File: src/common/ExecPkg.sv
package ExecPkg;

    // Data and PC width
    localparam int XLEN = 32;

    localparam int SQN_W = 6;
    localparam int TAG_W = 7;
    localparam int REG_W = 5;
    localparam int BRID_W = 3;

    // Width of a bit count over one XLEN word, 0 to 32 inclusive
    localparam int CNT_W = 6;

    // Direct-mapped BTB, indexed above the halfword bit
    localparam int BTB_ENTRIES = 16;
    localparam int BTB_IDX_W = 4;
    localparam int BTB_TAG_W = XLEN - BTB_IDX_W - 1;

    typedef enum logic [4:0] {
        intAdd,
        intSub,
        intXor,
        intOr,
        intAnd,
        intSll,
        intSrl,
        intSra,
        intSlt,
        intSltu,
        intLui,
        intAuipc,
        intJal,
        intJalr,
        intBeq,
        intBne,
        intBlt,
        intBge,
        intBltu,
        intBgeu,
        intAndn,
        intOrn,
        intXnor,
        intSh1add,
        intSh2add,
        intSh3add,
        intClz,
        intCtz,
        intCpop,
        intRev8,
        intUndefined
    } IntOp;

    typedef enum logic [1:0] {
        flagsNone,
        flagsExcept
    } ResFlags;

endpackage

File: src/hdl/IntExecUnit.sv
`timescale 1ns/1ps

module IntExecUnit (
    input  logic                        clk,
    input  logic                        rst,
    input  logic                        en,
    input  logic                        wbStall,
    input  logic                        invalidate,
    input  logic [ExecPkg::SQN_W-1:0]   invalidateSqN,

    input  logic                        uopValid,
    input  ExecPkg::IntOp               opcode,
    input  logic [ExecPkg::XLEN-1:0]    srcA,
    input  logic [ExecPkg::XLEN-1:0]    srcB,
    input  logic [ExecPkg::XLEN-1:0]    imm,
    input  logic [ExecPkg::XLEN-1:0]    pc,
    input  logic                        compressed,
    input  logic                        branchPred,
    input  logic [ExecPkg::BRID_W-1:0]  branchId,
    input  logic [ExecPkg::TAG_W-1:0]   tagDst,
    input  logic [ExecPkg::REG_W-1:0]   nmDst,
    input  logic [ExecPkg::SQN_W-1:0]   sqN,

    output logic                        wbReq,
    output logic [ExecPkg::XLEN-1:0]    zcFwdResult,
    output logic [ExecPkg::TAG_W-1:0]   zcFwdTag,
    output logic                        zcFwdValid,

    output logic                        resValid,
    output logic [ExecPkg::XLEN-1:0]    resResult,
    output logic [ExecPkg::TAG_W-1:0]   resTagDst,
    output logic [ExecPkg::REG_W-1:0]   resNmDst,
    output logic [ExecPkg::SQN_W-1:0]   resSqN,
    output ExecPkg::ResFlags            resFlags,
    output logic                        resIsBranch,
    output logic                        resBranchTaken,
    output logic [ExecPkg::BRID_W-1:0]  resBranchId,

    output logic                        branchMispredict,
    output logic [ExecPkg::XLEN-1:0]    branchDstPc,
    output logic [ExecPkg::SQN_W-1:0]   branchSqN,

    input  logic [ExecPkg::XLEN-1:0]    fetchPc,
    output logic                        predValid,
    output logic [ExecPkg::XLEN-1:0]    predDst,
    output logic                        predIsJump
);
    import ExecPkg::*;

    logic            btUpdValid;
    logic [XLEN-1:0] btUpdSrc;
    logic [XLEN-1:0] btUpdDst;
    logic            btUpdIsJump;

    IntAlu u_alu (
        .clk              (clk),
        .rst              (rst),
        .en               (en),
        .wbStall          (wbStall),
        .invalidate       (invalidate),
        .invalidateSqN    (invalidateSqN),
        .uopValid         (uopValid),
        .opcode           (opcode),
        .srcA             (srcA),
        .srcB             (srcB),
        .imm              (imm),
        .pc               (pc),
        .compressed       (compressed),
        .branchPred       (branchPred),
        .branchId         (branchId),
        .tagDst           (tagDst),
        .nmDst            (nmDst),
        .sqN              (sqN),
        .wbReq            (wbReq),
        .zcFwdResult      (zcFwdResult),
        .zcFwdTag         (zcFwdTag),
        .zcFwdValid       (zcFwdValid),
        .resValid         (resValid),
        .resResult        (resResult),
        .resTagDst        (resTagDst),
        .resNmDst         (resNmDst),
        .resSqN           (resSqN),
        .resFlags         (resFlags),
        .resIsBranch      (resIsBranch),
        .resBranchTaken   (resBranchTaken),
        .resBranchId      (resBranchId),
        .branchMispredict (branchMispredict),
        .branchDstPc      (branchDstPc),
        .branchSqN        (branchSqN),
        .btUpdValid       (btUpdValid),
        .btUpdSrc         (btUpdSrc),
        .btUpdDst         (btUpdDst),
        .btUpdIsJump      (btUpdIsJump)
    );

    BranchTargetBuffer u_btb (
        .clk       (clk),
        .rst       (rst),
        .wrValid   (btUpdValid),
        .wrSrc     (btUpdSrc),
        .wrDst     (btUpdDst),
        .wrIsJump  (btUpdIsJump),
        .lookupPc  (fetchPc),
        .hit       (predValid),
        .hitDst    (predDst),
        .hitIsJump (predIsJump)
    );

endmodule

File: src/hdl/LeadZeroCount.sv
`timescale 1ns/1ps

module LeadZeroCount (
    input  logic [ExecPkg::XLEN-1:0]  in,
    output logic [ExecPkg::CNT_W-1:0] out
);
    import ExecPkg::*;

    // Scan upward so the highest set bit is the last one to win
    always_comb begin
        out = CNT_W'(XLEN);
        for (int i = 0; i < XLEN; i++) begin
            if (in[i]) begin
                out = CNT_W'(XLEN - 1 - i);
            end
        end
    end

endmodule

File: src/hdl/PopCount.sv
`timescale 1ns/1ps

module PopCount (
    input  logic [ExecPkg::XLEN-1:0]  a,
    output logic [ExecPkg::CNT_W-1:0] res
);
    import ExecPkg::*;

    always_comb begin
        res = '0;
        for (int i = 0; i < XLEN; i++) begin
            res = res + CNT_W'(a[i]);
        end
    end

endmodule

File: src/intAlu/BranchTargetBuffer.sv
`timescale 1ns/1ps

module BranchTargetBuffer (
    input  logic                     clk,
    input  logic                     rst,

    input  logic                     wrValid,
    input  logic [ExecPkg::XLEN-1:0] wrSrc,
    input  logic [ExecPkg::XLEN-1:0] wrDst,
    input  logic                     wrIsJump,

    input  logic [ExecPkg::XLEN-1:0] lookupPc,
    output logic                     hit,
    output logic [ExecPkg::XLEN-1:0] hitDst,
    output logic                     hitIsJump
);
    import ExecPkg::*;

    logic [BTB_ENTRIES-1:0] entryValid;
    logic [BTB_TAG_W-1:0]   entryTag    [BTB_ENTRIES];
    logic [XLEN-1:0]        entryDst    [BTB_ENTRIES];
    logic                   entryIsJump [BTB_ENTRIES];

    logic [BTB_IDX_W-1:0] wrIdx;
    logic [BTB_TAG_W-1:0] wrTag;
    logic [BTB_IDX_W-1:0] rdIdx;
    logic [BTB_TAG_W-1:0] rdTag;

    // Bit 0 is always zero for halfword-aligned PCs
    assign wrIdx = wrSrc[BTB_IDX_W:1];
    assign wrTag = wrSrc[XLEN-1:BTB_IDX_W+1];
    assign rdIdx = lookupPc[BTB_IDX_W:1];
    assign rdTag = lookupPc[XLEN-1:BTB_IDX_W+1];

    always_ff @(posedge clk) begin
        if (rst) begin
            entryValid <= '0;
        end else if (wrValid) begin
            entryValid[wrIdx] <= 1'b1;
        end
    end

    always_ff @(posedge clk) begin
        if (wrValid) begin
            entryTag[wrIdx] <= wrTag;
            entryDst[wrIdx] <= wrDst;
            entryIsJump[wrIdx] <= wrIsJump;
        end
    end

    assign hit = entryValid[rdIdx] && (entryTag[rdIdx] == rdTag);
    assign hitDst = entryDst[rdIdx];
    assign hitIsJump = entryIsJump[rdIdx];

endmodule

File: src/intAlu/IntAlu.sv
`timescale 1ns/1ps

module IntAlu (
    input  logic                        clk,
    input  logic                        rst,
    input  logic                        en,
    input  logic                        wbStall,
    input  logic                        invalidate,
    input  logic [ExecPkg::SQN_W-1:0]   invalidateSqN,

    input  logic                        uopValid,
    input  ExecPkg::IntOp               opcode,
    input  logic [ExecPkg::XLEN-1:0]    srcA,
    input  logic [ExecPkg::XLEN-1:0]    srcB,
    input  logic [ExecPkg::XLEN-1:0]    imm,
    input  logic [ExecPkg::XLEN-1:0]    pc,
    input  logic                        compressed,
    input  logic                        branchPred,
    input  logic [ExecPkg::BRID_W-1:0]  branchId,
    input  logic [ExecPkg::TAG_W-1:0]   tagDst,
    input  logic [ExecPkg::REG_W-1:0]   nmDst,
    input  logic [ExecPkg::SQN_W-1:0]   sqN,

    output logic                        wbReq,
    output logic [ExecPkg::XLEN-1:0]    zcFwdResult,
    output logic [ExecPkg::TAG_W-1:0]   zcFwdTag,
    output logic                        zcFwdValid,

    output logic                        resValid,
    output logic [ExecPkg::XLEN-1:0]    resResult,
    output logic [ExecPkg::TAG_W-1:0]   resTagDst,
    output logic [ExecPkg::REG_W-1:0]   resNmDst,
    output logic [ExecPkg::SQN_W-1:0]   resSqN,
    output ExecPkg::ResFlags            resFlags,
    output logic                        resIsBranch,
    output logic                        resBranchTaken,
    output logic [ExecPkg::BRID_W-1:0]  resBranchId,

    output logic                        branchMispredict,
    output logic [ExecPkg::XLEN-1:0]    branchDstPc,
    output logic [ExecPkg::SQN_W-1:0]   branchSqN,

    output logic                        btUpdValid,
    output logic [ExecPkg::XLEN-1:0]    btUpdSrc,
    output logic [ExecPkg::XLEN-1:0]    btUpdDst,
    output logic                        btUpdIsJump
);
    import ExecPkg::*;

    logic [XLEN-1:0]  result;
    ResFlags          flags;
    logic [XLEN-1:0]  srcARev;
    logic [CNT_W-1:0] lzTzCount;
    logic [CNT_W-1:0] popCount;
    logic             lessThan;
    logic             lessThanU;
    logic [XLEN-1:0]  pcPlus2;
    logic [XLEN-1:0]  pcPlus4;
    logic [XLEN-1:0]  nextPc;
    logic             isCondBranch;
    logic             isJal;
    logic             isJalr;
    logic             branchTaken;
    logic [XLEN-1:0]  target;
    logic             mispredict;
    logic             btbWrite;
    logic [SQN_W-1:0] sqDiff;
    logic             accept;

    assign wbReq = uopValid && en;
    assign zcFwdResult = result;
    assign zcFwdTag = tagDst;
    assign zcFwdValid = uopValid && en && (nmDst != '0);

    // ctz is clz of the bit-reversed operand, so one counter serves both
    always_comb begin
        for (int i = 0; i < XLEN; i++) begin
            srcARev[i] = srcA[XLEN-1-i];
        end
    end

    LeadZeroCount u_lzc (
        .in  (opcode == intClz ? srcA : srcARev),
        .out (lzTzCount)
    );

    PopCount u_popc (
        .a   (srcA),
        .res (popCount)
    );

    assign lessThan = $signed(srcA) < $signed(srcB);
    assign lessThanU = srcA < srcB;
    assign pcPlus2 = pc + XLEN'(2);
    assign pcPlus4 = pc + XLEN'(4);
    assign nextPc = compressed ? pcPlus2 : pcPlus4;

    always_comb begin
        flags = flagsNone;
        case (opcode)
            intAdd:    result = srcA + srcB;
            intSub:    result = srcA - srcB;
            intXor:    result = srcA ^ srcB;
            intOr:     result = srcA | srcB;
            intAnd:    result = srcA & srcB;
            intSll:    result = srcA << srcB[4:0];
            intSrl:    result = srcA >> srcB[4:0];
            intSra:    result = $signed(srcA) >>> srcB[4:0];
            intSlt:    result = XLEN'(lessThan);
            intSltu:   result = XLEN'(lessThanU);
            intLui:    result = srcB;
            intAuipc:  result = pc + imm;
            intJal,
            intJalr:   result = nextPc;
            intBeq,
            intBne,
            intBlt,
            intBge,
            intBltu,
            intBgeu:   result = '0;
            intAndn:   result = srcA & ~srcB;
            intOrn:    result = srcA | ~srcB;
            intXnor:   result = srcA ^ ~srcB;
            intSh1add: result = srcB + (srcA << 1);
            intSh2add: result = srcB + (srcA << 2);
            intSh3add: result = srcB + (srcA << 3);
            intClz,
            intCtz:    result = XLEN'(lzTzCount);
            intCpop:   result = XLEN'(popCount);
            intRev8:   result = {srcA[7:0], srcA[15:8], srcA[23:16], srcA[31:24]};
            default: begin
                result = '0;
                flags = flagsExcept;
            end
        endcase
    end

    always_comb begin
        case (opcode)
            intJal,
            intJalr: branchTaken = 1'b1;
            intBeq:  branchTaken = srcA == srcB;
            intBne:  branchTaken = srcA != srcB;
            intBlt:  branchTaken = lessThan;
            intBge:  branchTaken = !lessThan;
            intBltu: branchTaken = lessThanU;
            intBgeu: branchTaken = !lessThanU;
            default: branchTaken = 1'b0;
        endcase
    end

    assign isCondBranch = opcode inside {intBeq, intBne, intBlt, intBge, intBltu, intBgeu};
    assign isJal = opcode == intJal;
    assign isJalr = opcode == intJalr;

    always_comb begin
        if (isJalr) begin
            target = srcA + srcB;
        end else if (isJal) begin
            target = pc + imm;
        end else if (isCondBranch && branchTaken) begin
            target = pc + {{(XLEN-13){imm[12]}}, imm[12:0]};
        end else begin
            target = nextPc;
        end
    end

    // Register jumps are never predicted, so they always redirect
    assign mispredict = isJalr || ((isCondBranch || isJal) && (branchTaken != branchPred));
    assign btbWrite = (isCondBranch || isJal) && branchTaken && !branchPred;

    // Wrapping age test against the invalidate point
    assign sqDiff = sqN - invalidateSqN;
    assign accept = uopValid && en && !wbStall && (!invalidate || $signed(sqDiff) <= 0);

    always_ff @(posedge clk) begin
        if (rst) begin
            resValid <= 1'b0;
            branchMispredict <= 1'b0;
            btUpdValid <= 1'b0;
        end else begin
            resValid <= accept;
            branchMispredict <= accept && mispredict;
            btUpdValid <= accept && btbWrite;
        end
    end

    always_ff @(posedge clk) begin
        if (accept) begin
            resResult <= result;
            resTagDst <= tagDst;
            resNmDst <= nmDst;
            resSqN <= sqN;
            resFlags <= flags;
            resIsBranch <= isCondBranch;
            resBranchTaken <= branchTaken;
            resBranchId <= branchId;
            branchDstPc <= target;
            branchSqN <= sqN;
            // A full-length branch is found by fetch at its second halfword
            btUpdSrc <= compressed ? pc : pcPlus2;
            btUpdDst <= target;
            btUpdIsJump <= isJal;
        end
    end

endmodule

File: config.mk
export PLATFORM = sky130hd
export DESIGN_NAME = IntExecUnit
export DESIGN_NICKNAME = d
export VERILOG_FILES = /design/src/common/ExecPkg.sv /design/src/hdl/IntExecUnit.sv /design/src/hdl/LeadZeroCount.sv /design/src/hdl/PopCount.sv /design/src/intAlu/BranchTargetBuffer.sv /design/src/intAlu/IntAlu.sv
export SDC_FILE = /design/constraint.sdc
export NUM_CORES = 2
export LEC_CHECK = 0
export ABC_AREA = 1
export BUFFER_PORTS_ARGS = -buffer_cell sky130_fd_sc_hd__buf_2
export CAP_MARGIN = 20
export CORE_MARGIN = 5
export CORE_UTILIZATION = 30
export DETAILED_ROUTE_END_ITERATION = 16
export PLACE_DENSITY_LB_ADDON = 0.08
export SLEW_MARGIN = 20
export SYNTH_ARGS = -nofsm -noshare
export SYNTH_HDL_FRONTEND = slang
export SYNTH_HIERARCHICAL = 1
export SYNTH_SLANG_ARGS = --single-unit
File: constraint.sdc
create_clock -name clk -period 9.2 [get_ports clk]
set_input_delay 1.84 -clock clk [delete_from_list [all_inputs] [get_ports clk]]
set_output_delay 1.84 -clock clk [all_outputs]
set_load 0.02 [all_outputs]
==> metrics.txt <==
Chip Height=488 um; crit path DAT=7.19 ns; worst-skew pair later-pin latency=0.80 ns; slew margin rel.=17.2%; Antenna Nets Post-Route=0; worst reg2reg path startpoint=u_alu/btUpdValid; Leak=31.3 nW; TritonCTS clock tree=built; Rows=175; nets@finish=8986; global routing usage on met2=44.5%; Net Count, Synth=8752; crit path max fanout=2; first-pass GRT wire length=461000 um; instance count of the mapped netlist=8301; register area=32800 um^2; Area after DPL=73200 um^2; Hold Crit Class=reg -> reg; Final Power=13.7 mW; I/O Buffers=369; most common cell after layout, fill and taps aside=nand2_1; Worst-Margin Slew=1.23 ns; Multi-input gate area=30600 um^2; dpl hpwl=236000 um; crit path from=srcA[3]; Via density=5.35; CTS buffer count=132; Filler Cell Count=24000; RSZ-0062 raised after global routing=true; Bufs on Longest Clock Path=3; status=completed; H-tree level count=4; Die Area=238000 um^2; grt peak-use layer=met2; Worst Clk Skew=0.0301 ns; Layout area overhead=13.2%; Req. time, crit path=7.36 ns; final setup fails=0; mean routed wirelength per cell=28.8 um; Yosys warnings=6; Pre-antenna DRT Iters=8; crit path kind=in -> out; fin crit period=9.03 ns; Mapped Area=68400 um^2; clock root buffer=clkbuf_16; number of global-route vias before repair=58700; Global Route Usage Sum=27.3%; die width=488 um; max-cap viol count=0; commonest non-fill, non-tap cells in the layout=nand2_1 (2044), edfxtp_1 (1080), nor2_1 (912); initial antenna violation count=29; critical path endpoint category=output port; total gr overflow=0; CP Launch Type=primary input; met3 usage=3.81%; Final Max Tran Viols=0; CTS sink count=1099; vias=62400; period utilization=98.2%; Detailed Route Iter0 Violations=5823; largest net degree at the start of global routing=153; Peak supply drop=184 uV; DRC=0; fin area=77500 um^2; DRT Wirelength=336000 um; met1 usage in global routing=34.7%; global placer's final weighted congestion=1.02; Max Clk Rate=0.111 GHz; Clock Pin Slew Worst Setup and Hold Paths=0.05 ns; PD cells=177 nW/um^2; Ports=372; hold path start=u_btb/entryValid[2]; Initial Util=30.1%; Mapped Avg Cell Area=8.24 um^2; final hold violation count=0; Hold Buf Count CTS=0; area of the core=227000 um^2; share of cells above drive strength 1=9.16%
state kept, by name, indices dropped and copies added (netlist names):
name,flops
u_btb/entryDst,512
u_btb/entryTag,432
u_alu/btUpdDst,32
u_alu/resResult,32
u_alu/btUpdSrc,31
u_btb/entryIsJump,16
u_btb/entryValid,16
u_alu/resTagDst,7
u_alu/branchSqN,6
u_alu/resNmDst,5
u_alu/resBranchId,3
u_alu/branchMispredict,1
u_alu/btUpdIsJump,1
u_alu/btUpdValid,1
u_alu/resBranchTaken,1
u_alu/resFlags,1
u_alu/resIsBranch,1
u_alu/resValid,1
metal layers:
layer | routed length (um) | vias to the layer above
met5 | 41 | -
met4 | 22500 | 6
met3 | 18400 | 642
met2 | 155000 | 2388
met1 | 140000 | 30500
li1 | - | 28800
timing repair:
item	CTS	global route
buffers inserted	0	2
gates resized for setup	0	29
hold endpoints to repair	0	0
setup endpoints to repair	0	5
stage by stage:
stage          TNS [ns]  util [%]  setup WS (ns)  cells  hold WS, ns
2_1_floorplan         0         -          0.851   8301        0.435
3_3_place_gp          0      32.2         0.0377  11400        0.447
3_5_place_dp          0      32.2         0.0299  11400        0.457
4_1_cts               0      34.0         0.0432  11600        0.470
5_1_grt          -0.160      34.1         -0.118  11600        0.498
6_report              0      34.1          0.166  11700        0.465
critical path, stage by stage:
cell and delay, ns:
buf_8 0.10, fa_1 0.52, ha_4 0.29, inv_2 0.04
fa_1 0.46, fa_1 0.54, fa_1 0.44, fa_1 0.55
fa_1 0.41, inv_1 0.08, fa_2 0.23, inv_2 0.04
fa_2 0.51, inv_1 0.04, nand2_1 0.08, nand4_1 0.11
a221oi_2 0.23, nand4_1 0.11, buf_4 0.18, a21oi_4 0.14
nand2_2 0.08, buf_2 0.17
power breakdown:
part / switching [mW] / internal [mW]
Sequential: 0.0780 / 5.55
Clock: 2.15 / 2.81
Combinational: 2.25 / 0.883
Total: 4.48 / 9.24
final cells by class:
| class | instances | share of cell area, % |
|---|---|---|
| Antenna cell | 18 | 0.0581 |
| Clock buffer | 179 | 4.56 |
| Clock inverter | 53 | 0.728 |
| Inverter | 815 | 4.00 |
| Multi-Input combinational cell | 5967 | 39.5 |
| Sequential cell | 1099 | 42.3 |
| Tap cell | 3009 | 4.86 |
| Timing Repair Buffer | 520 | 3.97 |
final timing paths:
| path | cells after the start | slack, ns | endpoint |
|---|---|---|---|
| max | 22 | 0.17 | zcFwdResult[1] |
| min | 2 | 0.47 | u_btb/entryValid[2] |
| max reg2reg | 6 | 5.93 | u_btb/entryDst[15][28] |
| min reg2reg | 2 | 0.47 | u_btb/entryValid[2] |
Power figures use the tool's default switching activity.
